File: config.mk
export PLATFORM = sky130hd
export DESIGN_NAME = addr_decode_stage_flat
export DESIGN_NICKNAME = d
export VERILOG_FILES = /design/src/logic/soc_pkg.sv /design/src/logic/obi_stage_if.sv /design/src/logic/addr_decode_stage.sv /design/src/flat_wrapper.sv
export SDC_FILE = /design/constraint.sdc
export NUM_CORES = 1
export LEC_CHECK = 0
export BUFFER_PORTS_ARGS = -buffer_cell sky130_fd_sc_hd__buf_2
export CORE_MARGIN = 1
export CORE_UTILIZATION = 39
export CTS_BUF_LIST = sky130_fd_sc_hd__clkbuf_8
export CTS_CLUSTER_DIAMETER = 30
export CTS_CLUSTER_SIZE = 16
export DETAILED_ROUTE_END_ITERATION = 12
export PLACE_DENSITY = 0.78
export SYNTH_ARGS = -nofsm -noshare
export SYNTH_HDL_FRONTEND = slang
export SYNTH_SLANG_ARGS = --single-unit
File: constraint.sdc
create_clock -name clk_i -period 0.8 [get_ports clk_i]
set_input_delay 0.08 -clock clk_i [delete_from_list [all_inputs] [get_ports clk_i]]
set_output_delay 0.08 -clock clk_i [all_outputs]
set_load 0.02 [all_outputs]
File: src/logic/soc_pkg.sv
// Shared definitions for the SoC data path: bus widths, address map,
// control register offsets, subordinate targets and the address views.
// Referenced by scoped name from every module of the design.

package soc_pkg;

  // --------------------
  // Bus widths
  // --------------------
  localparam int unsigned AddrWidth = 32;
  localparam int unsigned DataWidth = 32;
  localparam int unsigned BeWidth   = 4;

  // --------------------
  // Address map
  // --------------------
  localparam logic [AddrWidth-1:0] SramBaseAddr      = 32'h1000_0000; // Also boot address reset
  localparam int unsigned          SramNumWords      = 512;
  localparam int unsigned          SramWordAddrWidth = 9;

  localparam logic [AddrWidth-1:0] SocCtrlBaseAddr = 32'h0300_0000;
  localparam logic [AddrWidth-1:0] SocCtrlSize     = 32'h0000_1000;

  // Control register word offsets
  localparam int unsigned            RegIdxWidth    = 10;
  localparam logic [RegIdxWidth-1:0] RegBootAddrIdx = 10'd0;
  localparam logic [RegIdxWidth-1:0] RegFetchEnIdx  = 10'd1;

  localparam logic [DataWidth-1:0] ErrRspData = 32'hBADC_AB1E;

  // Which subordinate answers a request
  typedef enum logic [1:0] {
    TgtSram,
    TgtSocCtrl,
    TgtError
  } target_e;

  // Same address word, split for the SRAM or for the register block
  typedef union packed {
    struct packed {
      logic [AddrWidth-SramWordAddrWidth-3:0] upper;
      logic [SramWordAddrWidth-1:0]           word_idx;
      logic [1:0]                             byte_off;
    } sram;
    struct packed {
      logic [AddrWidth-RegIdxWidth-3:0] upper;
      logic [RegIdxWidth-1:0]           reg_idx;
      logic [1:0]                       byte_off;
    } regs;
  } bus_addr_u;

endpackage

File: src/logic/obi_stage_if.sv
// Request handed from the decode stage to the access stage.
// The decode side drives every signal, the subordinates only listen.

interface obi_stage_if;

  logic                             valid;
  logic                             we;
  soc_pkg::bus_addr_u               addr;
  logic [soc_pkg::DataWidth-1:0]    wdata;
  logic [soc_pkg::BeWidth-1:0]      be;
  soc_pkg::target_e                 target;

  modport decode (
    output valid, we, addr, wdata, be, target
  );

  modport access (
    input  valid, we, addr, wdata, be, target
  );

endinterface

File: src/logic/addr_decode_stage.sv
// First pipeline stage. Samples every bus request, works out which
// subordinate owns the address and hands both on to the access stage.

module addr_decode_stage (
  input  logic                          clk_i,
  input  logic                          arst_n_i,
  input  logic                          req_i,
  input  logic                          we_i,
  input  logic [soc_pkg::AddrWidth-1:0] addr_i,
  input  logic [soc_pkg::DataWidth-1:0] wdata_i,
  input  logic [soc_pkg::BeWidth-1:0]   be_i,
  obi_stage_if.decode                   stage_o
);

  logic             in_sram;
  logic             in_soc_ctrl;
  soc_pkg::target_e target_d;

  assign in_sram = (addr_i >= soc_pkg::SramBaseAddr) &&
                   (addr_i < soc_pkg::SramBaseAddr + soc_pkg::SramNumWords * soc_pkg::BeWidth);
  assign in_soc_ctrl = (addr_i >= soc_pkg::SocCtrlBaseAddr) &&
                       (addr_i < soc_pkg::SocCtrlBaseAddr + soc_pkg::SocCtrlSize);

  always_comb begin
    if (in_sram) begin
      target_d = soc_pkg::TgtSram;
    end else if (in_soc_ctrl) begin
      target_d = soc_pkg::TgtSocCtrl;
    end else begin
      target_d = soc_pkg::TgtError; // Unmapped space
    end
  end

  always_ff @(posedge clk_i or negedge arst_n_i) begin
    if (!arst_n_i) begin
      stage_o.valid <= 1'b0;
    end else begin
      stage_o.valid <= req_i;
    end
  end

  always_ff @(posedge clk_i) begin
    if (req_i) begin
      stage_o.we     <= we_i;
      stage_o.addr   <= addr_i;
      stage_o.wdata  <= wdata_i;
      stage_o.be     <= be_i;
      stage_o.target <= target_d;
    end
  end

  // Subordinates and response mux all rely on a known target
  a_target_known: assert property (
    @(posedge clk_i) disable iff (!arst_n_i)
    stage_o.valid |-> !$isunknown(stage_o.target)
  ) else $error("decoded target unknown on a valid request");

endmodule

File: src/flat_wrapper.sv
// flat-port wrapper written by rule: the top's interface ports become plain ports
module addr_decode_stage_flat 
  (clk_i, arst_n_i, req_i, we_i, addr_i, wdata_i, be_i, stage_o_valid, stage_o_we, stage_o_addr, stage_o_wdata, stage_o_be, stage_o_target);
  obi_stage_if stage_o_i ();
  input  logic clk_i;
  input  logic arst_n_i;
  input  logic req_i;
  input  logic we_i;
  input  logic [soc_pkg::AddrWidth-1:0] addr_i;
  input  logic [soc_pkg::DataWidth-1:0] wdata_i;
  input  logic [soc_pkg::BeWidth-1:0] be_i;
  output wire logic [$bits(stage_o_i.valid)-1:0] stage_o_valid;
  output wire logic [$bits(stage_o_i.we)-1:0] stage_o_we;
  output wire logic [$bits(stage_o_i.addr)-1:0] stage_o_addr;
  output wire logic [$bits(stage_o_i.wdata)-1:0] stage_o_wdata;
  output wire logic [$bits(stage_o_i.be)-1:0] stage_o_be;
  output wire logic [$bits(stage_o_i.target)-1:0] stage_o_target;
  assign stage_o_valid = stage_o_i.valid;
  assign stage_o_we = stage_o_i.we;
  assign stage_o_addr = stage_o_i.addr;
  assign stage_o_wdata = stage_o_i.wdata;
  assign stage_o_be = stage_o_i.be;
  assign stage_o_target = stage_o_i.target;
  addr_decode_stage u_core (.clk_i(clk_i), .arst_n_i(arst_n_i), .req_i(req_i), .we_i(we_i), .addr_i(addr_i), .wdata_i(wdata_i), .be_i(be_i), .stage_o(stage_o_i));
endmodule
==> impl_metrics.ini <==
[worst_setup_path]
critPathKind = flip-flop to output port
cp_cell_sequence = buf_6
max_stage_delay_ns = 0.45
start_kind = flip-flop
cp_num_buf_inv = 1
cp.arrival_ns = 0.97
cpMaxStageDelayCell = edfxtp_1
cp_data_required_time_ns = 0.72
critical_path.top_delay_family = flip-flops
crit_path_end_kind = output port
path_max_fanout = 1
cp.depth = 1

[yosys]
yosys.area.top_type = edfxtp_1
ys_ff_latch = 72
synth_top_family_by_area = simple AND/OR/NAND/NOR gates
synthTopCellsByArea = edfxtp_1 (96%), dfrtp_1 (1.1%), nor4_1 (0.84%)
syn_nets = 155
avgSynthCellArea_sq_um = 26.8
synth_xor_area_share_pct = 0
yosys_warnings = 0
synth_cell_types = 10
synth_simple_gate_area_share_pct = 2.64
synth.area.mux_share_pct = 0
synth_area_sq_um = 2220
synthCells = 83
synth_seq_area_share_pct = 97.0
synth_compound_gate_area_share_pct = 0.394
synth_top_cell_area_share_pct = 95.8
synthAdderAreaFrac_pct = 0

[floorplanning]
fp-row-count = 27
core_sq_um = 5510
fp.dieW_um = 77.5
io_pins = 144
die-area_sq_um = 6010
floorplan.initialDensity_pct = 40.4
die_y_um = 77.5

[clock_network]
cts_tree = built
cts_made_buffers = 9
numClockSinks = 72
clkTransAtPathRegs_ns = 0.09
root_buffer = clkbuf_8
clockBufferDepth = 2
cts-htree-levels = 3

[final_layout]
diodes = 0
final_common_cell = buf_2
area_delta_synth_final_pct = 93.8
mostFrequentLayoutCells = buf_2 (93), edfxtp_1 (71), dlygate4sd3_1 (62)
nets = 386
layout-drive-gt1-share_pct = 54.5
final_util_pct = 78.3
layoutNonFillerInstCount = 391

[timing]
drv_slew = 0
finalSetupTns_ns = -12.03
slew_headroom_pct = 83.8
final.setup.worst_slack_ns = -0.248
finalSetupViolations = 73
rsz0062_at_grt = true
fin_crit_ns = 1.05
max_freq_ghz = 0.955
hold_viol_final = 0
fin_crit_sh_pct = 131
tightest_slew_ns = 0.240

[placement]
hpwl_um = 3710
gp_congestion = 0.737
port-buffer-count = 143
dpl.cell_count = 313

[status]
violations = negative setup slack
status = finished, violations left

[route]
vias = 1808
drc = 0
routed_wl_um = 7430
ant_nets = 0
drt-initial-drc-count = 147
via_per_inst = 4.62
post_drt_wl_per_cell_um = 19.0
drtPass1Iterations = 4

[global_route]
grt_max_degree = 29
grt_usage_pct = 23.1
first_global_vias = 1783
antenna_found_initial = 0
grt_overflow = 0
grt_pass1_wl_um = 9830

[hold_path]
hold-path-cell-count = 2
hp-class = input port to flip-flop

[pwr]
leakagePower_nw = 1.82
ir_drop_uv = 1210
p_per_area_nw_per_um2 = 2080

[run]
maxCapViolations = 0
-- where the power goes --
| group | leakage (nW) | internal [W] | switching (W) |
|---|---|---|---|
| Clock | 0.0933 | 0.00144 | 0.00140 |
| Sequential | 0.707 | 0.00447 | 0.000143 |
| Combinational | 1.02 | 0.000788 | 0.000716 |
-- logic make-up after synthesis --
family           Yosys count
AO/OA/AOI/OAI              1
flip-flops                72
AND/OR/NAND/NOR           10
-- final timing paths --
check | end | from | slack, ns
max in group asynchronous | u_core.stage_o.valid$_DFF_PN0_ | arst_n_i | 0.66
min in group asynchronous | u_core.stage_o.valid$_DFF_PN0_ | arst_n_i | 0.05
max | stage_o_wdata[27] | u_core.stage_o.wdata[27]$_DFFE_PP_ | -0.25
min | u_core.stage_o.addr[24]$_DFFE_PP_ | addr_i[24] | 0.02
-- repair_timing --
| action | in CTS | in global routing |
|---|---|---|
| setup buffers | 0 | 0 |
| endpoints found under the setup margin | 73 | 73 |
| hold endpoints to repair | 62 | 0 |
| gates resized for setup | 29 | 71 |
| cloned | 0 | 0 |
| hold buffers | 62 | 0 |
-- metrics by stage --
stage	area [sq um]	total power, W	worst slack (ns)	hold WS [ns]
detailed placement	3170	0.00561	-0.434	-0.141
floorplan	2220	0.00502	-0.291	-0.216
CTS	4080	0.00867	-0.213	0.00464
global placement	3170	0.00558	-0.406	-0.144
global route	4310	0.00924	-0.254	0.0125
finish	4310	0.00896	-0.248	0.0196
-- flip-flops by register name (all words and copies together) (netlist names) --
signal and count:
u_core.stage_o.valid 1, u_core.stage_o.addr 32, u_core.stage_o.wdata 32, u_core.stage_o.be 4
u_core.stage_o.we 1, u_core.stage_o.target 2
-- synthesized netlist by cell type --
| cell type | count |
|---|---|
| edfxtp_1 | 71 |
| nor4_1 | 3 |
| nor3_1 | 2 |
| a211o_1 | 1 |
| dfrtp_1 | 1 |
| nand2_1 | 1 |
| nand3_1 | 1 |
| nand3b_1 | 1 |
| nor2_1 | 1 |
| or4b_1 | 1 |
-- metal layers --
metal	GRT usage [%]	vias to the layer above	share of wire, %
li1	-	802	-
met1	25.7	866	37
met2	40.9	123	53
met3	6.12	17	7.5
met4	10.9	0	2.3
met5	0	-	0
-- final cells by class --
| cell class | instances | area (sq um) |
|---|---|---|
| Clock inverter | 7 | 71.3 |
| Timing Repair Buffer | 220 | 1790 |
| Tap cell | 72 | 90.1 |
| Clock buffer | 9 | 124 |
| Fill cell | 304 | 1190 |
| Multi-Input combinational cell | 11 | 82.6 |
| Sequential cell | 72 | 2160 |
Note: power is estimated with default switching activity, not from simulation.
