`config.mk`:
```
export PLATFORM = sky130hd
export DESIGN_NAME = rsp_mux_stage_flat
export DESIGN_NICKNAME = d
export VERILOG_FILES = /design/src/logic/soc_pkg.sv /design/src/logic/obi_stage_if.sv /design/src/logic/rsp_mux_stage.sv /design/src/flat_wrapper.sv
export SDC_FILE = /design/constraint.sdc
export NUM_CORES = 1
export LEC_CHECK = 0
export BUFFER_PORTS_ARGS = -buffer_cell sky130_fd_sc_hd__buf_2
export CAP_MARGIN = 20
export CORE_AREA = 2 2 67 69
export DETAILED_ROUTE_END_ITERATION = 10
export DIE_AREA = 0 0 69 71
export HOLD_SLACK_MARGIN = 0.08
export PLACE_DENSITY = 0.75
export SYNTH_ARGS = -nofsm -noshare
export SYNTH_HDL_FRONTEND = slang
export SYNTH_SLANG_ARGS = --single-unit
export TNS_END_PERCENT = 5
```
`constraint.sdc`:
```
create_clock -name clk_i -period 2.2 [get_ports clk_i]
set_clock_uncertainty 0.05 [all_clocks]
set_input_delay 0.11 -clock clk_i [delete_from_list [all_inputs] [get_ports clk_i]]
set_output_delay 0.11 -clock clk_i [all_outputs]
set_load 0.05 [all_outputs]
```
`src/logic/soc_pkg.sv`:
```
// Shared definitions for the SoC data path: bus widths, address map,
// control register offsets, subordinate targets and the address views.
// Referenced by scoped name from every module of the design.

package soc_pkg;

  // --------------------
  // Bus widths
  // --------------------
  localparam int unsigned AddrWidth = 32;
  localparam int unsigned DataWidth = 32;
  localparam int unsigned BeWidth   = 4;

  // --------------------
  // Address map
  // --------------------
  localparam logic [AddrWidth-1:0] SramBaseAddr      = 32'h1000_0000; // Also boot address reset
  localparam int unsigned          SramNumWords      = 512;
  localparam int unsigned          SramWordAddrWidth = 9;

  localparam logic [AddrWidth-1:0] SocCtrlBaseAddr = 32'h0300_0000;
  localparam logic [AddrWidth-1:0] SocCtrlSize     = 32'h0000_1000;

  // Control register word offsets
  localparam int unsigned            RegIdxWidth    = 10;
  localparam logic [RegIdxWidth-1:0] RegBootAddrIdx = 10'd0;
  localparam logic [RegIdxWidth-1:0] RegFetchEnIdx  = 10'd1;

  localparam logic [DataWidth-1:0] ErrRspData = 32'hBADC_AB1E;

  // Which subordinate answers a request
  typedef enum logic [1:0] {
    TgtSram,
    TgtSocCtrl,
    TgtError
  } target_e;

  // Same address word, split for the SRAM or for the register block
  typedef union packed {
    struct packed {
      logic [AddrWidth-SramWordAddrWidth-3:0] upper;
      logic [SramWordAddrWidth-1:0]           word_idx;
      logic [1:0]                             byte_off;
    } sram;
    struct packed {
      logic [AddrWidth-RegIdxWidth-3:0] upper;
      logic [RegIdxWidth-1:0]           reg_idx;
      logic [1:0]                       byte_off;
    } regs;
  } bus_addr_u;

endpackage

```
`src/logic/obi_stage_if.sv`:
```
// Request handed from the decode stage to the access stage.
// The decode side drives every signal, the subordinates only listen.

interface obi_stage_if;

  logic                             valid;
  logic                             we;
  soc_pkg::bus_addr_u               addr;
  logic [soc_pkg::DataWidth-1:0]    wdata;
  logic [soc_pkg::BeWidth-1:0]      be;
  soc_pkg::target_e                 target;

  modport decode (
    output valid, we, addr, wdata, be, target
  );

  modport access (
    input  valid, we, addr, wdata, be, target
  );

endinterface

```
`src/logic/rsp_mux_stage.sv`:
```
// Response stage. Follows each request by one cycle, picks the answering
// subordinate and doubles as the error subordinate for unmapped space.

module rsp_mux_stage (
  input  logic                          clk_i,
  input  logic                          arst_n_i,
  obi_stage_if.access                   stage_i,
  input  logic [soc_pkg::DataWidth-1:0] sram_rdata_i,
  input  logic [soc_pkg::DataWidth-1:0] reg_rdata_i,
  input  logic                          reg_err_i,
  output logic                          rvalid_o,
  output logic [soc_pkg::DataWidth-1:0] rdata_o,
  output logic                          err_o
);

  logic             valid_q;
  soc_pkg::target_e target_q;

  always_ff @(posedge clk_i or negedge arst_n_i) begin
    if (!arst_n_i) begin
      valid_q <= 1'b0;
    end else begin
      valid_q <= stage_i.valid;
    end
  end

  always_ff @(posedge clk_i) begin
    if (stage_i.valid) begin
      target_q <= stage_i.target;
    end
  end

  always_comb begin
    case (target_q)
      soc_pkg::TgtSram: begin
        rdata_o = sram_rdata_i;
        err_o   = 1'b0;
      end
      soc_pkg::TgtSocCtrl: begin
        rdata_o = reg_rdata_i;
        err_o   = reg_err_i;
      end
      default: begin
        rdata_o = soc_pkg::ErrRspData; // Error subordinate
        err_o   = 1'b1;
      end
    endcase
  end

  assign rvalid_o = valid_q;

  a_rvalid_known: assert property (
    @(posedge clk_i) disable iff (!arst_n_i)
    !$isunknown(rvalid_o)
  ) else $error("response valid unknown after reset");

endmodule

```
`src/flat_wrapper.sv`:
```
// flat-port wrapper written by rule: the top's interface ports become plain ports
module rsp_mux_stage_flat 
  (clk_i, arst_n_i, sram_rdata_i, reg_rdata_i, reg_err_i, rvalid_o, rdata_o, err_o, stage_i_valid, stage_i_we, stage_i_addr, stage_i_wdata, stage_i_be, stage_i_target);
  obi_stage_if stage_i_i ();
  input  logic clk_i;
  input  logic arst_n_i;
  input  logic [soc_pkg::DataWidth-1:0] sram_rdata_i;
  input  logic [soc_pkg::DataWidth-1:0] reg_rdata_i;
  input  logic reg_err_i;
  output logic rvalid_o;
  output logic [soc_pkg::DataWidth-1:0] rdata_o;
  output logic err_o;
  input wire logic [$bits(stage_i_i.valid)-1:0] stage_i_valid;
  input wire logic [$bits(stage_i_i.we)-1:0] stage_i_we;
  input wire logic [$bits(stage_i_i.addr)-1:0] stage_i_addr;
  input wire logic [$bits(stage_i_i.wdata)-1:0] stage_i_wdata;
  input wire logic [$bits(stage_i_i.be)-1:0] stage_i_be;
  input wire logic [$bits(stage_i_i.target)-1:0] stage_i_target;
  assign stage_i_i.valid = stage_i_valid;
  assign stage_i_i.we = stage_i_we;
  assign stage_i_i.addr = stage_i_addr;
  assign stage_i_i.wdata = stage_i_wdata;
  assign stage_i_i.be = stage_i_be;
  assign stage_i_i.target = stage_i_target;
  rsp_mux_stage u_core (.clk_i(clk_i), .arst_n_i(arst_n_i), .stage_i(stage_i_i), .sram_rdata_i(sram_rdata_i), .reg_rdata_i(reg_rdata_i), .reg_err_i(reg_err_i), .rvalid_o(rvalid_o), .rdata_o(rdata_o), .err_o(err_o));
endmodule
```
==> flow_summary.toml, run 1 <==
[pwr]
combPwrFrac = 0.647
cellPowerDensity_nw_per_um2 = 525
switching_share = 0.499
p_clk_frac = 0.241
seqPwrFrac = 0.112
ir_drop_v = 0.000458
leakage_uw = 0.000731
internal-power_uw = 330
netSwitchingPower_uw = 329

[synthesis]
syn_inst = 77
yosys.cell_types.count = 13
synth.largest_area_cell = "a211o_1"
synth-seq-cells = 3
synth_area_leaders = "a211o_1 26%, mux2i_1 21%, nor2b_1 16%"
synth_top_cell_area_share = 0.264
ys_seq_area_frac = 0.135
syn-cell-area_um2 = 631
avgSynthCellArea_um2 = 8.19
synthFlopType = "edfxtp_1"
syn-num-nets = 216
synth_edf_count = 2
synth_common_cells = "19 x a211o_1, 16 x nor2b_1, 13 x mux2i_1, 13 x nor2_1"
yosysMostFrequentCell = "a211o_1"
yosys_warnings = 0
synthArstFlopShare = 0.333

[clock_network]
cts_buffers = 3
cts_sinks = 3
postCtsSetupBuffers = 0
htreeDepth = 1
cts_resized = 0
cts_tree = "built"
clk_path_buf_depth = 2
clk_pin_slew_ns = 0.03
root_buffer = "clkbuf_8"

[grt]
grt_pass1_vias = 886
gr-total-overflow = 0
grt_pass1_wl_um = 3550
grt_util_all_layers = 0.0848
grt_start_max_net_pins = 34
antenna_found_initial = 0

[timing]
slew_viol_final = 0
worst-slew-pin-transition_ns = 0.595
min_period_over_period = 0.779
timing.hold.ws_ns = 0.163
setup_viol = 0
fin_ws_ns = 0.487
hold_violations = 0
fin_setup_tns_ns = 0
post-route-min-period_ns = 1.71
relSlewSlack = 0.604
rsz0062_at_grt = "no"
fmax_mhz = 584

[cells_and_area]
area_delta_synth_final_pct = 99.2
nNetsFinal = 322
regArea_um2 = 85.1
fin_cells = 234
final_area_um2 = 1260
diodes = 0
drive_gt1_frac = 0.599
nFillCells = 459
multi_input_comb_area_um2 = 475

[setup_path]
critPathRequiredTime_ns = 2.04
cp.arrival_ns = 1.55
cp_slowest_cell = "edfxtp_1"
path_cells = "buf_8, a211o_1, buf_2"
start_kind = "flip-flop"
cpPeakStageDelay_ns = 0.63
path_class = "flip-flop to output pin"
end_kind = "output pin"
crit_buf_inv = 2
path_max_fanout = 17
path_delay_family = "flip-flops"

[placed_design]
dp_slack_ns = 0.528
portBuffers = 103
placed_cells = 225
postPlaceCellArea_um2 = 1160
hpwlAfterDp_um = 1760
gp_congestion = 0.662

[drt]
dr.pass1.iters = 3
drc = 0
routed_via_density = 4.15
drt_iter0_drc = 14
vias = 970
wl_um = 2270
ant_nets = 0
wire_per_inst_um = 9.70

[floorplan]
die_area_um2 = 4900
core_um2 = 4200
die_h_um = 71
start_util = 0.150
num_io_pins = 173
die_x_um = 69
rows = 24

[status]
status = "finished clean"

[worst_hold_path]
holdCritPathClass = "input port to asynchronous set/reset pin"

[flow_run]
drv_cap = 0
-- cell families after synthesis --
| kind of cell | synth area share |
|---|---|
| compound gates | 0.276 |
| buf+inv | 0.111 |
| mux | 0.206 |
| flops | 0.135 |
| simple gates | 0.272 |
-- metal layers --
layer  track usage  routed length, µm  vias to the layer above
li1              -                  -                      487
met1        0.0808                814                      422
met2         0.178               1220                       57
met3        0.0128                200                        4
met4        0.0327                 31                        0
met5             0                  0                        -
-- cell usage in the layout, fill, tap and decap left out, drive strengths merged --
cell / instances
and2b: 3
buf: 106
nor2: 13
dfrtp: 1
nor2b: 16
a211o: 19
a21o: 1
mux2i: 13
edfxtp: 2
clkbuf: 4
dlygate4sd3: 4
-- sequential cells by signal, summed over array words and instances, names as in the netlist --
name             flops
u_core.target_q      2
u_core.rvalid_o      1
-- power by group through the flow --
stage	Sequential, µW	Clock, µW	Combinational [µW]
final	73.6	159	427
after global routing	74.8	166	452
after CTS	80.1	162	420
after detailed placement	80.7	0	413
after global placement	80.3	0	408
after floorplan	71.7	0	315
-- metrics by stage --
step            util  power, µW
6_report       0.299        659
5_1_grt        0.299        693
4_1_cts        0.295        662
3_5_place_dp   0.275        493
3_3_place_gp   0.275        488
2_1_floorplan      -        387
-- layout make-up --
class	instances	area share
repair buffers	110	0.466
multi-input cells	65	0.378
flip-flops and latches	3	0.0677
well taps	52	0.0518
clock buffers	4	0.0359
-- timing repair --
| action | CTS | global route |
|---|---|---|
| hold buffers | 4 | 0 |
| endpoints found under the setup margin | 0 | 0 |
| hold endpoints to repair | 6 | 0 |
-- path summary, 6_finish.rpt --
check                                  end  depth (start not counted)  slack (ns)                from
max                             rdata_o[2]                          3        0.49  u_core.target_q[1]
min                        u_core.rvalid_o                          2        0.16            arst_n_i
max in group asynchronous  u_core.rvalid_o                          2        1.85            arst_n_i
min in group clk_i         u_core.rvalid_o                          2        0.54       stage_i_valid
Power figures use the tool's default switching activity.
==> run 2, diff against run 1 <==
Clock period 2.2 ns to 1.6 ns, I/O delays scaled along.
==> flow_summary.toml, run 2 (synthesis gave the netlist of run 1 again) <==
[cells_and_area]
top_register = "u_core.target_q"
drive_gt1_frac = 0.611
final_cell_mix = "85 x buf_2, 19 x a211o_1, 16 x nor2b_1, 16 x buf_6, 13 x mux2i_1"
layout_commonest_cell = "buf_2"
largest_reg_flops = 2
final_area_um2 = 1410
diodes = 0
area_delta_synth_final_pct = 123
nNetsFinal = 325

[timing]
hold_violations = 0
slew_viol_final = 0
fin_ws_ns = -0.00105
min_period_over_period = 1.00
relSlewSlack = 0.832
setup_viol = 1
worst-slew-pin-transition_ns = 0.254
post-route-min-period_ns = 1.60
rsz0062_at_grt = "yes"
fmax_mhz = 625
timing.hold.ws_ns = 0.130

[drt]
vias = 986
wl_um = 2730
drc = 0
drt_iter0_drc = 17
dr.pass1.iters = 4
ant_nets = 0
routed_via_density = 4.16
wire_per_inst_um = 11.5

[setup_path]
critPathLaunch = "u_core.target_q[0]"
end_kind = "output pin"
path_cells = "buf_4, clkbuf_16, a211o_1, buf_4"
path_class = "flip-flop to output pin"
cp_common_cell = "buf_4"
path_delay_family = "buffers and inverters"
critPathRequiredTime_ns = 1.47
crit_buf_inv = 3
path_max_fanout = 19
cp_slowest_cell = "edfxtp_1"
start_kind = "flip-flop"
cpPeakStageDelay_ns = 0.45
cp.arrival_ns = 1.47

[pwr]
seqPwrFrac = 0.094
leakage_uw = 0.000802
p_clk_frac = 0.222
internal-power_uw = 519
cellPowerDensity_nw_per_um2 = 705
switching_share = 0.477
netSwitchingPower_uw = 474
combPwrFrac = 0.684
ir_drop_v = 0.000461

[floorplan]
rows = 24
die_area_um2 = 4900
die_x_um = 69
core_um2 = 4200
die_h_um = 71
num_io_pins = 173
start_util = 0.150

[placed_design]
gp_congestion = 0.637
postPlaceCellArea_um2 = 1190
hpwlAfterDp_um = 1800
portBuffers = 103

[clock_network]
cts_tree = "built"
clk_path_buf_depth = 2
htreeDepth = 1
cts_buffers = 3
clk_pin_slew_ns = 0.03
cts_sinks = 3
root_buffer = "clkbuf_8"

[grt]
grt_util_all_layers = 0.0953
antenna_found_initial = 0
grt_pass1_vias = 915
grt_start_max_net_pins = 40
grt_pass1_wl_um = 3910
gr-total-overflow = 0

[status]
status = "finished with violations"
violations = "setup timing"

[worst_hold_path]
holdCritPathClass = "input port to asynchronous set/reset pin"

[flow_run]
drv_cap = 0
## run 2: power by group through the flow
stage	clock, µW	combinational [µW]	sequential, µW
detailed placement	0	600	94.0
finish	220	679	93.8
global route	235	720	94.1
CTS	227	613	93.1
floorplan	0	435	98.6
global placement	0	591	93.8
## run 2: worst paths after layout
check	endpoint	slack (ns)	depth (start not counted)
setup / recovery	rdata_o[4]	-0.001	4
hold / removal	u_core.rvalid_o	0.13	2
max in group asynchronous	u_core.rvalid_o	1.29	2
min in group clk_i	rdata_o[18]	0.46	3
## run 2: layer usage
layer | vias to the layer above | track usage | share of wire
met5 | - | 0 | 0
met4 | 0 | 0.0327 | 0.0099
met3 | 4 | 0.0142 | 0.065
met2 | 51 | 0.196 | 0.55
met1 | 436 | 0.0964 | 0.37
li1 | 495 | - | -
## run 2: area by class of cell
cell class,count,area (µm²)
well taps,52,65.1
multi-input cells,65,478
flip-flops and latches,3,85.1
fillers,439,2800
repair buffers,113,736
clock buffers,4,45.0
## run 2: what timing repair did
action / in CTS / in global routing
cloned: 0 / 1
endpoints found under the setup margin: 3 / 4
endpoints found under the hold margin: 6 / 0
setup buffers: 0 / 1
hold buffers: 4 / 0
resized for setup: 3 / 46
## run 2: metrics by stage
step / util / total power (µW) / worst slack, ns / std cells / TNS [ns]
5_1_grt: 0.335 / 1050 / -0.0395 / 237 / -0.476
6_report: 0.335 / 993 / -0.00105 / 237 / -0.00105
3_5_place_dp: 0.282 / 694 / 0.221 / 227 / 0
3_3_place_gp: 0.282 / 685 / 0.234 / 227 / 0
4_1_cts: 0.304 / 933 / -0.000991 / 235 / -0.000991
2_1_floorplan: - / 533 / -0.0383 / 77 / -0.345
==> run 3, diff against run 2 <==
Settings changed: PLACE_DENSITY 0.75 to unset.
==> flow_summary.toml, run 3 (synthesis gave the netlist of run 1 again) <==
[status]
status = "finished with violations"
violations = "setup timing"

[cells_and_area]
multi_input_comb_area_um2 = 482
layout_commonest_cell = "buf_2"
nFillCells = 438
regArea_um2 = 85.1
drive_gt1_frac = 0.628
top_register = "u_core.target_q"
final_util = 0.380
nNetsFinal = 331
diodes = 0
area_delta_synth_final_pct = 153
final_cell_mix = "71 x buf_2, 30 x buf_6, 19 x a211o_1"
largest_reg_flops = 2

[pwr]
cellPowerDensity_nw_per_um2 = 678
ir_drop_v = 0.000412
leakage_uw = 0.000865
p_total_uw = 1080

[floorplan]
core_um2 = 4200
rows = 24
start_util = 0.150
die_x_um = 69
die_area_um2 = 4900
num_io_pins = 173
die_h_um = 71

[timing]
timing.hold.ws_ns = 0.119
setup_viol = 1
slew_viol_final = 0
post-route-min-period_ns = 1.60
relSlewSlack = 0.812
hold_violations = 0
fin_ws_ns = -0.00252
min_period_over_period = 1.00
fin_setup_tns_ns = -0.00252
rsz0062_at_grt = "yes"
worst-slew-pin-transition_ns = 0.281
fmax_mhz = 624

[drt]
dr.pass1.iters = 4
ant_nets = 0
wire_per_inst_um = 11.6
routed_via_density = 4.25
drc = 0
vias = 1032
drt_iter0_drc = 15
wl_um = 2810

[grt]
grt_start_max_net_pins = 19
antenna_found_initial = 0
grt_pass1_vias = 1031
gr-total-overflow = 0
grt_pass1_wl_um = 4450
grt_util_all_layers = 0.108

[placed_design]
gp_congestion = 0.678
dp_slack_ns = 0.184
portBuffers = 103

[setup_path]
start_kind = "flip-flop"
end_kind = "output pin"
path_max_fanout = 6
cp_common_cell = "buf_6"
critPathLaunch = "u_core.target_q[0]"
cp_slowest_cell = "edfxtp_1"
cpPeakStageDelay_ns = 0.50
path_class = "flip-flop to output pin"
cp.arrival_ns = 1.47
critPathRequiredTime_ns = 1.47
path_cells = "buf_12, buf_6, mux2i_1, nor2_1, buf_6"

[worst_hold_path]
holdCritPathClass = "input port to asynchronous set/reset pin"

[clock_network]
htreeDepth = 1
cts_sinks = 3
cts_tree = "built"
root_buffer = "clkbuf_8"
clk_path_buf_depth = 2
clk_pin_slew_ns = 0.03
cts_buffers = 3

[flow_run]
drv_cap = 0
## run 3: power breakdown
group	total, µW	internal, µW	switching, µW	leakage [µW]
clock	221	170	50.6	0.0000228
sequential	95.5	89.7	5.82	0.0000312
combinational	768	333	435	0.000811
total	1080	592	491	0.000865
## run 3: path summary, 6_finish.rpt
| check | depth (start not counted) | end | slack [ns] |
|---|---|---|---|
| hold / removal | 2 | u_core.rvalid_o | 0.12 |
| min in group clk_i | 3 | rdata_o[13] | 0.46 |
| max in group asynchronous | 2 | u_core.rvalid_o | 1.29 |
| setup / recovery | 5 | rdata_o[6] | -0.003 |
## run 3: through the flow
stage	instances	instance area (µm²)
after floorplan	77	633
after global placement	227	1200
after detailed placement	227	1200
after CTS	244	1600
after global routing	243	1600
final	243	1600
## run 3: cell type report
cell class                 count  area share
multi-input combinational     65       0.301
clock buffer                   4      0.0282
tap                           52      0.0407
sequential                     3      0.0532
timing repair buffer         119       0.576
## run 3: critical path, delay by kind of cell, from the launching register on
family	cells	cell delay, ns
buf+inv	3	0.50
flops	1	0.50
mux	1	0.11
simple gates	1	0.14
## run 3: timing repair
item | 4_1_cts | 5_1_grt
gates cloned | 2 | 0
setup endpoints to repair | 3 | 32
hold buffers | 4 | 0
endpoints found under the hold margin | 6 | 0
setup buffers | 7 | 0
pin swaps | 2 | 17
resized for setup | 57 | 8
## run 3: metal layers
metal,track usage,vias up,share of wire,routed length (µm)
met3,0.0299,0,0.082,230
met4,0.0305,0,0,0
met1,0.106,467,0.34,957
li1,-,505,-,-
met2,0.220,60,0.58,1620
met5,0,-,0,0
