### config.mk
export PLATFORM = sky130hd
export DESIGN_NAME = soc_ctrl_regs_flat
export DESIGN_NICKNAME = d
export VERILOG_FILES = /design/src/logic/soc_pkg.sv /design/src/logic/obi_stage_if.sv /design/src/logic/soc_ctrl_regs.sv /design/src/flat_wrapper.sv
export SDC_FILE = /design/constraint.sdc
export NUM_CORES = 1
export LEC_CHECK = 0
export ABC_AREA = 1
export ABC_CLOCK_PERIOD_IN_PS = 1700
export BUFFER_PORTS_ARGS = -buffer_cell sky130_fd_sc_hd__buf_2
export CAP_MARGIN = 5
export CORE_MARGIN = 4
export CORE_UTILIZATION = 47
export DETAILED_ROUTE_END_ITERATION = 12
export PLACE_DENSITY = 0.81
export SLEW_MARGIN = 20
export SYNTH_ARGS = -nofsm -noshare
export SYNTH_HDL_FRONTEND = slang
export SYNTH_SLANG_ARGS = --single-unit
### constraint.sdc
create_clock -name clk_i -period 1.7 [get_ports clk_i]
set_clock_uncertainty 0.2 [all_clocks]
set_input_delay 0.34 -clock clk_i [delete_from_list [all_inputs] [get_ports clk_i]]
set_output_delay 0.34 -clock clk_i [all_outputs]
set_load 0.03 [all_outputs]
### src/logic/soc_pkg.sv
// Shared definitions for the SoC data path: bus widths, address map,
// control register offsets, subordinate targets and the address views.
// Referenced by scoped name from every module of the design.

package soc_pkg;

  // --------------------
  // Bus widths
  // --------------------
  localparam int unsigned AddrWidth = 32;
  localparam int unsigned DataWidth = 32;
  localparam int unsigned BeWidth   = 4;

  // --------------------
  // Address map
  // --------------------
  localparam logic [AddrWidth-1:0] SramBaseAddr      = 32'h1000_0000; // Also boot address reset
  localparam int unsigned          SramNumWords      = 512;
  localparam int unsigned          SramWordAddrWidth = 9;

  localparam logic [AddrWidth-1:0] SocCtrlBaseAddr = 32'h0300_0000;
  localparam logic [AddrWidth-1:0] SocCtrlSize     = 32'h0000_1000;

  // Control register word offsets
  localparam int unsigned            RegIdxWidth    = 10;
  localparam logic [RegIdxWidth-1:0] RegBootAddrIdx = 10'd0;
  localparam logic [RegIdxWidth-1:0] RegFetchEnIdx  = 10'd1;

  localparam logic [DataWidth-1:0] ErrRspData = 32'hBADC_AB1E;

  // Which subordinate answers a request
  typedef enum logic [1:0] {
    TgtSram,
    TgtSocCtrl,
    TgtError
  } target_e;

  // Same address word, split for the SRAM or for the register block
  typedef union packed {
    struct packed {
      logic [AddrWidth-SramWordAddrWidth-3:0] upper;
      logic [SramWordAddrWidth-1:0]           word_idx;
      logic [1:0]                             byte_off;
    } sram;
    struct packed {
      logic [AddrWidth-RegIdxWidth-3:0] upper;
      logic [RegIdxWidth-1:0]           reg_idx;
      logic [1:0]                       byte_off;
    } regs;
  } bus_addr_u;

endpackage

### src/logic/obi_stage_if.sv
// Request handed from the decode stage to the access stage.
// The decode side drives every signal, the subordinates only listen.

interface obi_stage_if;

  logic                             valid;
  logic                             we;
  soc_pkg::bus_addr_u               addr;
  logic [soc_pkg::DataWidth-1:0]    wdata;
  logic [soc_pkg::BeWidth-1:0]      be;
  soc_pkg::target_e                 target;

  modport decode (
    output valid, we, addr, wdata, be, target
  );

  modport access (
    input  valid, we, addr, wdata, be, target
  );

endinterface

### src/logic/soc_ctrl_regs.sv
// SoC control registers: boot address and fetch enable.
// Accessed from the stage bus, with an error for unused offsets.

module soc_ctrl_regs (
  input  logic                          clk_i,
  input  logic                          arst_n_i,
  obi_stage_if.access                   stage_i,
  output logic [soc_pkg::DataWidth-1:0] reg_rdata_o,
  output logic                          reg_err_o,
  output logic [soc_pkg::AddrWidth-1:0] boot_addr_o,
  output logic                          fetch_en_reg_o
);

  logic                            access;
  logic [soc_pkg::RegIdxWidth-1:0] reg_idx;
  logic [soc_pkg::AddrWidth-1:0]   boot_addr_q;
  logic                            fetch_en_q;
  logic [soc_pkg::DataWidth-1:0]   rdata_d;
  logic                            err_d;

  assign access  = stage_i.valid && (stage_i.target == soc_pkg::TgtSocCtrl);
  assign reg_idx = stage_i.addr.regs.reg_idx;

  // --------------------
  // Register writes
  // --------------------
  always_ff @(posedge clk_i or negedge arst_n_i) begin
    if (!arst_n_i) begin
      boot_addr_q <= soc_pkg::SramBaseAddr;
      fetch_en_q  <= 1'b0;
    end else if (access && stage_i.we) begin
      if (reg_idx == soc_pkg::RegBootAddrIdx) begin
        for (int b = 0; b < soc_pkg::BeWidth; b++) begin
          if (stage_i.be[b]) begin
            boot_addr_q[b*8 +: 8] <= stage_i.wdata[b*8 +: 8];
          end
        end
      end else if ((reg_idx == soc_pkg::RegFetchEnIdx) && stage_i.be[0]) begin
        fetch_en_q <= stage_i.wdata[0];
      end
    end
  end

  // --------------------
  // Read back
  // --------------------
  always_comb begin
    rdata_d = '0;
    err_d   = 1'b0;
    case (reg_idx)
      soc_pkg::RegBootAddrIdx: rdata_d = boot_addr_q;
      soc_pkg::RegFetchEnIdx:  rdata_d = {{(soc_pkg::DataWidth-1){1'b0}}, fetch_en_q};
      default:                 err_d   = 1'b1; // Hole in the region
    endcase
  end

  always_ff @(posedge clk_i) begin
    if (access) begin
      reg_rdata_o <= rdata_d;
      reg_err_o   <= err_d;
    end
  end

  assign boot_addr_o    = boot_addr_q;
  assign fetch_en_reg_o = fetch_en_q;

endmodule

### src/flat_wrapper.sv
// flat-port wrapper written by rule: the top's interface ports become plain ports
module soc_ctrl_regs_flat 
  (clk_i, arst_n_i, reg_rdata_o, reg_err_o, boot_addr_o, fetch_en_reg_o, stage_i_valid, stage_i_we, stage_i_addr, stage_i_wdata, stage_i_be, stage_i_target);
  obi_stage_if stage_i_i ();
  input  logic clk_i;
  input  logic arst_n_i;
  output logic [soc_pkg::DataWidth-1:0] reg_rdata_o;
  output logic reg_err_o;
  output logic [soc_pkg::AddrWidth-1:0] boot_addr_o;
  output logic fetch_en_reg_o;
  input wire logic [$bits(stage_i_i.valid)-1:0] stage_i_valid;
  input wire logic [$bits(stage_i_i.we)-1:0] stage_i_we;
  input wire logic [$bits(stage_i_i.addr)-1:0] stage_i_addr;
  input wire logic [$bits(stage_i_i.wdata)-1:0] stage_i_wdata;
  input wire logic [$bits(stage_i_i.be)-1:0] stage_i_be;
  input wire logic [$bits(stage_i_i.target)-1:0] stage_i_target;
  assign stage_i_i.valid = stage_i_valid;
  assign stage_i_i.we = stage_i_we;
  assign stage_i_i.addr = stage_i_addr;
  assign stage_i_i.wdata = stage_i_wdata;
  assign stage_i_i.be = stage_i_be;
  assign stage_i_i.target = stage_i_target;
  soc_ctrl_regs u_core (.clk_i(clk_i), .arst_n_i(arst_n_i), .stage_i(stage_i_i), .reg_rdata_o(reg_rdata_o), .reg_err_o(reg_err_o), .boot_addr_o(boot_addr_o), .fetch_en_reg_o(fetch_en_reg_o));
endmodule
==> key figures, run 1 <==
Outcome
  • Status: complete, no violations

Drt
  • Drt drc: 0
  • Final ANT Viol Nets: 0
  • Routed vias/inst: 4.52
  • Drt first pass iters: 4
  • Via count: 2157
  • WL/cell: 12.4 um
  • Drt total wl: 5910 um
  • 1st-iter DRT viols: 111

Yosys
  • Share of the synthesized area in the top cell type: 34.2%
  • Top cells by area, synth: edfxtp_1, dfrtp_1, o21ai_2
  • Post-Syn Area: 2900 sq um
  • Syn nets: 343
  • Yosys cell types: 17
  • Mapped Avg Cell Area: 10.8 sq um
  • Post-Synthesis Cells: 269
  • #FFs+latches synth: 66
  • Dominant cell type by area after synthesis: edfxtp_1
  • Sequential share of the synthesized area: 62.8%
  • Synth warnings: 0

Clocking
  • CTS Buf Count: 9
  • H-tree depth: 3
  • TritonCTS Sinks: 66
  • Clk_lat worst skew: 0.32 ns
  • Root Driver: clkbuf_8
  • Worst-path clk slew: 0.07 ns
  • Max clock buf depth: 2
  • CTS tree: yes
  • # Post-CTS Setup Buffers: 0

Cells and area
  • Non-Filler Cell Area, Final: 3770 sq um
  • Final Core Density: 63.3%
  • Synth-to-Final Area Change: 30.2%
  • Commonest non-fill, non-tap cell in the layout: buf_2
  • # diodes: 0
  • Share of cells above drive strength 1: 46.8%
  • Count of non-filler cells in the finished layout: 477
  • Fill count: 507
  • Nets: 471
  • Most frequent cells in the layout: buf_2, inv_1, nor2_1, edfxtp_1

Critical path
  • Delay-heaviest family, CP: flip-flops
  • Worst setup SP type: flip-flop
  • Crit path buf inv count: 1
  • CP Max Fanout: 3
  • Crit path largest cell delay: 0.54 ns
  • CP Capture Type: primary output
  • Slowest stage cell on the critical path: dfstp_2
  • CP required: 1.16 ns
  • WS Path Type: reg -> out
  • Critical Path AT: 1.06 ns
  • Crit path cell chain: buf_2

Timing
  • Final Hold Viols: 0
  • Achievable Freq: 626 MHz
  • Min Hold Slack: 0.0179 ns
  • Slew Limit Fails: 0
  • Final setup viols: 0
  • Max-slew headroom: 69.8%
  • Fin crit share: 94.0%
  • RSZ-0062 raised after global routing: false
  • Worst slew pin tran: 0.454 ns
  • Tmin final: 1.60 ns

Global routing
  • Congestion Overflow GR: 0
  • Busiest metal layer after global routing: met2
  • Vias in the first global route: 2085
  • First-pass GRT wire length: 9630 um
  • Met2 Usage GRT: 28.6%
  • Met3 Use GR: 3.52%
  • M1 GR Usage: 19.8%
  • Largest net degree at the start of global routing: 34
  • Antenna violations before repair: 0
  • Global Route Usage Sum: 16.8%

Die
  • Core Rows: 28
  • Initial Util: 48.6%
  • Die width: 86.5 um
  • Die outline area: 7480 sq um
  • Placeable core region: 5960 sq um
  • Io pins: 140
  • Chip height: 86.5 um

Placed design
  • Area post-placement: 3600 sq um
  • DP HPWL: 4400 um
  • IO Port Bufs: 117
  • DP Cell Count: 460
  • Global placer's final weighted congestion: 0.746

Power
  • PD cells: 782 nW/um^2
  • Lkg Pwr: 1.85 nW
  • Total power: 2.95 mW
  • Largest vdd supply drop: 0.000406 V

Run
  • # Max-Cap Violations: 0

Worst hold path
  • Tightest Hold Check Type: in -> reg
per-stage QoR:
stage | worst slack [ns] | TNS (ns)
after floorplan | 0.186 | 0
after global placement | -0.0193 | -0.234
after detailed placement | -0.0698 | -0.761
after CTS | 0.0788 | 0
after global routing | 0.0556 | 0
final | 0.103 | 0
flip-flops by register name, indices dropped and copies added, names as in the netlist:
register	flops
u_core.boot_addr_o	32
u_core.reg_err_o	1
u_core.reg_rdata_o	32
u_core.fetch_en_reg_o	1
routing by layer:
layer	part of all wire (%)	routed length (um)
met1	37	2210
met2	51	3030
met3	8.4	497
met4	3.1	181
met5	0	0
worst min-delay path: stages:
cell,delay (ns)
buf_2,0.10
inv_1,0.05
o21ai_2,0.05
logic make-up (layout without fill, tap and decap cells):
kind of cell / after synthesis / in the layout / share of synthesized area [%]
DFF: 66 / 66 / 62.8
and+or+nand+nor: 91 / 91 / 15.9
buffers and inverters: 79 / 212 / 11.4
AOI/OAI and AO/OA: 33 / 33 / 9.85
power by group:
part	switching [mW]	total (mW)	leakage, nW	internal [mW]
logic	0.128	0.205	1.00	0.0772
clock network	0.527	1.05	0.0816	0.518
registers	0.00457	1.70	0.765	1.69
total	0.660	2.95	1.85	2.29
cell usage after synthesis (all sizes together):
master,n
inv,72
buf,7
o21ai,33
nor2,43
dfstp,1
dfrtp,32
nand2,39
nand3,7
edfxtp,33
nand4,2
timing repair:
item                                    in CTS  in global routing
endpoints found under the setup margin       0                  0
resized for setup                            0                  0
hold endpoints to repair                    15                  0
hold buffers                                 1                  0
worst paths after layout:
path,start,endpoint,slack (ns),cells past startpoint
worst max-delay path,u_core.boot_addr_o[28],boot_addr_o[28],0.10,1
worst min-delay path,stage_i_wdata[28],u_core.boot_addr_o[28],0.02,3
worst min register to register,u_core.boot_addr_o[28],u_core.boot_addr_o[28],0.29,2
worst max register to register,u_core.boot_addr_o[28],u_core.reg_rdata_o[28],0.68,2
max in group asynchronous,arst_n_i,u_core.boot_addr_o[8],0.56,3
min in group asynchronous,arst_n_i,u_core.boot_addr_o[6],0.29,2
cell type report:
cell class / count / area, sq um / area share (%)
Clock buffer: 12 / 135 / 3.59
Clock inverter: 4 / 18.8 / 0.498
Multi-Input combinational cell: 124 / 754 / 20.0
Tap cell: 75 / 93.8 / 2.49
Inverter: 72 / 270 / 7.17
Timing Repair Buffer: 124 / 678 / 18.0
Sequential cell: 66 / 1820 / 48.2
No activity file was read; power rests on OpenSTA's default activity.
==> run 2: changes to the inputs <==
Settings changed: ABC_CLOCK_PERIOD_IN_PS 1700 to 1400, CORE_UTILIZATION 47 to 41, PLACE_DENSITY 0.81 to 0.75.
Clock period 1.7 ns to 1.4 ns, I/O delays scaled along.
==> run 2 against run 1 <==
  * Sequential share of layout area shrank 8.5 points
  * Critical path depth is the same
  * Via count grew 15%
  * The flow now finishes with violations (negative setup slack)
  * Critical endpoint unchanged
  * Routed wire length grew 30%
  * Critical path type unchanged
  * Clock power grew 23%
  * Worst setup slack lost 0.17 ns
==> key figures, run 2 (synthesis results as in run 1) <==
Outcome
  • Status: complete, but fails checks
  • Failing checks: negative setup slack

Die
  • Chip height: 92.0 um
  • Io pins: 140
  • Die outline area: 8470 sq um
  • Die width: 92.0 um
  • Initial Util: 42.4%
  • Placeable core region: 6830 sq um
  • Core Rows: 30

Cells and area
  • Most frequent cells in the layout: buf_2, inv_1, buf_4, edfxtp_1
  • Final Core Density: 66.9%
  • Share of cells above drive strength 1: 48.8%
  • Commonest non-fill, non-tap cell in the layout: buf_2
  • Synth-to-Final Area Change: 58.0%
  • Nets: 530

Timing
  • Fin crit share: 105%
  • RSZ-0062 raised after global routing: true
  • Final setup margin: -0.0695 ns
  • Achievable Freq: 681 MHz
  • Max-slew headroom: 74.8%
  • Final Hold Viols: 0
  • Final setup viols: 1
  • Worst slew pin tran: 0.379 ns
  • Slew Limit Fails: 0
  • Tmin final: 1.47 ns

Drt
  • Via count: 2480
  • Drt first pass iters: 4
  • WL/cell: 13.8 um
  • Final ANT Viol Nets: 0
  • 1st-iter DRT viols: 57
  • Drt total wl: 7690 um
  • Drt drc: 0
  • Routed vias/inst: 4.44

Critical path
  • Crit path largest cell delay: 0.54 ns
  • Slowest stage cell on the critical path: dfstp_2
  • CP Max Fanout: 2
  • Delay-heaviest family, CP: flip-flops
  • CP Capture Type: primary output
  • WS Path Type: reg -> out
  • Crit path buf inv count: 1
  • CP required: 0.92 ns
  • Crit path cell chain: buf_6
  • Worst setup SP type: flip-flop
  • Critical Path AT: 0.99 ns

Clocking
  • Clk_lat worst skew: 0.32 ns
  • TritonCTS Sinks: 66
  • Max clock buf depth: 2
  • CTS Buf Count: 9
  • Worst-path clk slew: 0.06 ns
  • Root Driver: clkbuf_8
  • H-tree depth: 3
  • CTS tree: yes

Power
  • Lkg Pwr: 2.14 nW
  • PD cells: 811 nW/um^2
  • Largest vdd supply drop: 0.000621 V
  • Total power: 3.71 mW

Global routing
  • Congestion Overflow GR: 0
  • Antenna violations before repair: 0
  • Global Route Usage Sum: 16.9%
  • Largest net degree at the start of global routing: 26
  • Vias in the first global route: 2386
  • First-pass GRT wire length: 11200 um

Placed design
  • Pre-CTS setup slack: -0.275 ns
  • IO Port Bufs: 117
  • Global placer's final weighted congestion: 0.831
  • DP HPWL: 4720 um

Worst hold path
  • Tightest Hold Check Type: in -> reg

Run
  • # Max-Cap Violations: 0
run 2: layer usage:
layer	routed length, um	share of wire [%]	up-vias	track usage [%]
met5	0	0	-	0
met4	184	2.4	0	8.04
met3	414	5.4	16	3.61
met2	4230	55	90	31.1
met1	2860	37	1171	18.4
li1	-	-	1203	-
run 2: report_power, final:
group          total, mW  internal (mW)  switching (mW)
Clock               1.29          0.636           0.656
Sequential          2.06           2.05         0.00680
Combinational      0.354          0.167           0.187
Total               3.71           2.86           0.850
run 2: final cells by class:
class	count	area (sq um)
multi-input cells	127	851
clock inverters	2	7.51
fillers	546	2260
inverters	72	270
well taps	96	120
repair buffers	180	1360
clock buffers	14	143
flip-flops and latches	66	1820
diodes	1	2.50
run 2: timing repair:
action | CTS | global route
pin swaps | 0 | 4
setup endpoints to repair | 18 | 47
hold buffers | 28 | 0
gates cloned | 0 | 3
resized for setup | 20 | 66
setup buffers | 8 | 15
endpoints found under the hold margin | 50 | 0
run 2: worst paths after layout:
| kind | start | to | slack (ns) | depth (start not counted) |
|---|---|---|---|---|
| worst max-delay path | u_core.boot_addr_o[28] | boot_addr_o[28] | -0.07 | 1 |
| worst min-delay path | stage_i_wdata[22] | u_core.boot_addr_o[22] | 0.01 | 3 |
| worst max register to register | u_core.boot_addr_o[0] | u_core.reg_rdata_o[0] | 0.26 | 3 |
| worst min register to register | u_core.boot_addr_o[2] | u_core.boot_addr_o[2] | 0.32 | 2 |
| max in group asynchronous | arst_n_i | u_core.boot_addr_o[20] | 0.35 | 3 |
| min in group asynchronous | arst_n_i | u_core.boot_addr_o[3] | 0.20 | 2 |
run 2: metrics by stage:
| stage | area, sq um | instances | TNS [ns] | hold WS, ns |
|---|---|---|---|---|
| after floorplan | 2940 | 269 | -0.951 | -0.216 |
| after global placement | 3730 | 487 | -11.36 | 0.0242 |
| after detailed placement | 3730 | 487 | -11.77 | 0.0264 |
| after CTS | 4270 | 539 | -0.104 | 0.000694 |
| after global routing | 4570 | 557 | -0.554 | 0.00845 |
| final | 4570 | 558 | -0.0695 | 0.0140 |
run 2: worst reg2reg max path: stages (launching register included):
cell and delay, ns:
dfrtp_1 0.40, buf_4 0.14, nand3_1 0.06, o21ai_0 0.08
==> run 3: changes to the inputs <==
Settings changed: CELL_PAD_IN_SITES_DETAIL_PLACEMENT from default to 0, CELL_PAD_IN_SITES_GLOBAL_PLACEMENT from default to 1, CORE_UTILIZATION 41 to 31, PLACE_DENSITY 0.75 to default, PLACE_DENSITY_LB_ADDON from default to 0.1.
==> run 3 against run 2 <==
  * First-iteration DRC count down 30%
  * Sequential power about the same
  * Sequential share of layout area down 2.6 points
  * Largest power group unchanged
  * Highest routed layer unchanged
  * Core utilization is 13 points lower
  * The run still ends with negative setup slack left
  * Register-to-register slack worse by 0.14 ns
  * Die area is 29% higher
  * Clock-buffer cell count fell by 4
  * Global-route usage fell by 3.3 points
  * Clock power grew 51%
  * Routed wire length fell by 7.1%
  * Sequential cell count stayed put
  * Combinational power up 3%
==> key figures, run 3 (synthesis results as in run 1) <==
Outcome
  • Status: complete, but fails checks
  • Failing checks: negative setup slack

Timing
  • Tmin final: 1.49 ns
  • Max-slew headroom: 74.2%
  • Final setup viols: 1
  • Final setup margin: -0.0934 ns
  • RSZ-0062 raised after global routing: true
  • Setup TNS: -0.0934 ns
  • Final Hold Viols: 0
  • Fin crit share: 107%
  • Worst slew pin tran: 0.386 ns
  • Slew Limit Fails: 0
  • Achievable Freq: 670 MHz

Power
  • PD cells: 894 nW/um^2
  • Largest vdd supply drop: 0.000538 V
  • Lkg Pwr: 2.32 nW
  • Total power: 4.37 mW

Global routing
  • First-pass GRT wire length: 11900 um
  • Antenna violations before repair: 0
  • Largest net degree at the start of global routing: 19
  • Vias in the first global route: 2505
  • Global Route Usage Sum: 13.6%
  • Congestion Overflow GR: 0

Cells and area
  • Final Core Density: 53.5%
  • Fill count: 865
  • Nets: 547
  • Reg area: 1820 sq um
  • Multi-input gate area: 783 sq um
  • Most frequent cells in the layout: inv_1, buf_2, buf_4, buf_6, nor2_1
  • Share of cells above drive strength 1: 50.2%
  • Commonest non-fill, non-tap cell in the layout: inv_1
  • # diodes: 0
  • Synth-to-Final Area Change: 69.0%
  • Count of non-filler cells in the finished layout: 589

Die
  • Io pins: 140
  • Chip height: 105 um
  • Die width: 105 um
  • Placeable core region: 9150 sq um
  • Initial Util: 31.6%
  • Core Rows: 35
  • Die outline area: 10900 sq um

Critical path
  • Crit path cell chain: buf_6
  • Worst setup SP type: flip-flop
  • Critical Path AT: 1.01 ns
  • Slowest stage cell on the critical path: dfstp_2
  • WS Path Type: reg -> out
  • Delay-heaviest family, CP: flip-flops
  • CP Capture Type: primary output
  • CP required: 0.92 ns
  • Crit path largest cell delay: 0.55 ns
  • CP Max Fanout: 3
  • Crit path buf inv count: 1

Drt
  • Via count: 2382
  • WL/cell: 12.1 um
  • Final ANT Viol Nets: 0
  • Drt total wl: 7150 um
  • Drt drc: 0
  • Drt first pass iters: 4
  • Routed vias/inst: 4.04
  • 1st-iter DRT viols: 40

Run
  • # Max-Cap Violations: 0

Clocking
  • CTS Buf Count: 9
  • H-tree depth: 3
  • Root Driver: clkbuf_8
  • Max clock buf depth: 2
  • Clk_lat worst skew: 0.34 ns
  • CTS tree: yes
  • TritonCTS Sinks: 66
  • Worst-path clk slew: 0.07 ns

Placed design
  • DP Cell Count: 506
  • Global placer's final weighted congestion: 0.709
  • Pre-CTS setup slack: -0.232 ns
  • DP HPWL: 4810 um
  • IO Port Bufs: 117

Worst hold path
  • Tightest Hold Check Type: in -> reg
## run 3: cell types whose count changed in the layout (fill, tap and decap cells not counted), sizes merged, moves of 2 or more
cell / before / now
buf: 152 / 168
bufinv: 0 / 3
clkbuf: 14 / 10
clkinv: 2 / 0
clkinvlp: 0 / 2
dlygate4sd3: 28 / 32
nand3: 10 / 7
## run 3: what timing repair did
item                                   4_1_cts  5_1_grt
endpoints found under the hold margin       53        0
setup buffers                               26        9
hold buffers                                32        0
gates cloned                                 0        0
gates resized for setup                     48       54
setup endpoints to repair                   38       44
## run 3: final cells by class
type                            count  share of cell area (%)
Clock buffer                       10                    2.61
Clock inverter                      6                    2.33
Inverter                           72                    5.52
Multi-Input combinational cell    124                    16.0
Sequential cell                    66                    37.2
Tap cell                          111                    2.84
Timing Repair Buffer              200                    33.5
## run 3: power by group
group	switching, mW	internal (mW)
Clock	0.756	1.19
Sequential	0.00800	2.05
Combinational	0.182	0.184
Total	0.946	3.43
## run 3: per-stage QoR
step,hold WS [ns],area [sq um]
6_report,0.0292,4890
5_1_grt,0.0190,4890
4_1_cts,0.0144,4690
3_5_place_dp,0.0244,3800
3_3_place_gp,0.0287,3800
2_1_floorplan,-0.216,2940
## run 3: metal layers
metal	GRT usage [%]	part of all wire [%]
met4	5.06	1.3
met2	24.9	52
met3	3.52	6.1
met1	15.2	41
met5	0	0
## run 3: worst min-delay path: stages
cell	delay, ns
buf_2	0.07
inv_1	0.05
o21ai_2	0.12
## run 3: final timing paths
check | from | end | slack, ns | depth (start not counted)
setup / recovery | u_core.boot_addr_o[28] | boot_addr_o[28] | -0.09 | 1
hold / removal | stage_i_wdata[0] | u_core.boot_addr_o[0] | 0.03 | 3
setup reg to reg | u_core.boot_addr_o[15] | u_core.reg_rdata_o[15] | 0.12 | 5
hold reg to reg | u_core.boot_addr_o[28] | u_core.boot_addr_o[28] | 0.30 | 2
max in group asynchronous | arst_n_i | u_core.boot_addr_o[26] | 0.31 | 3
min in group asynchronous | arst_n_i | u_core.boot_addr_o[12] | 0.21 | 2
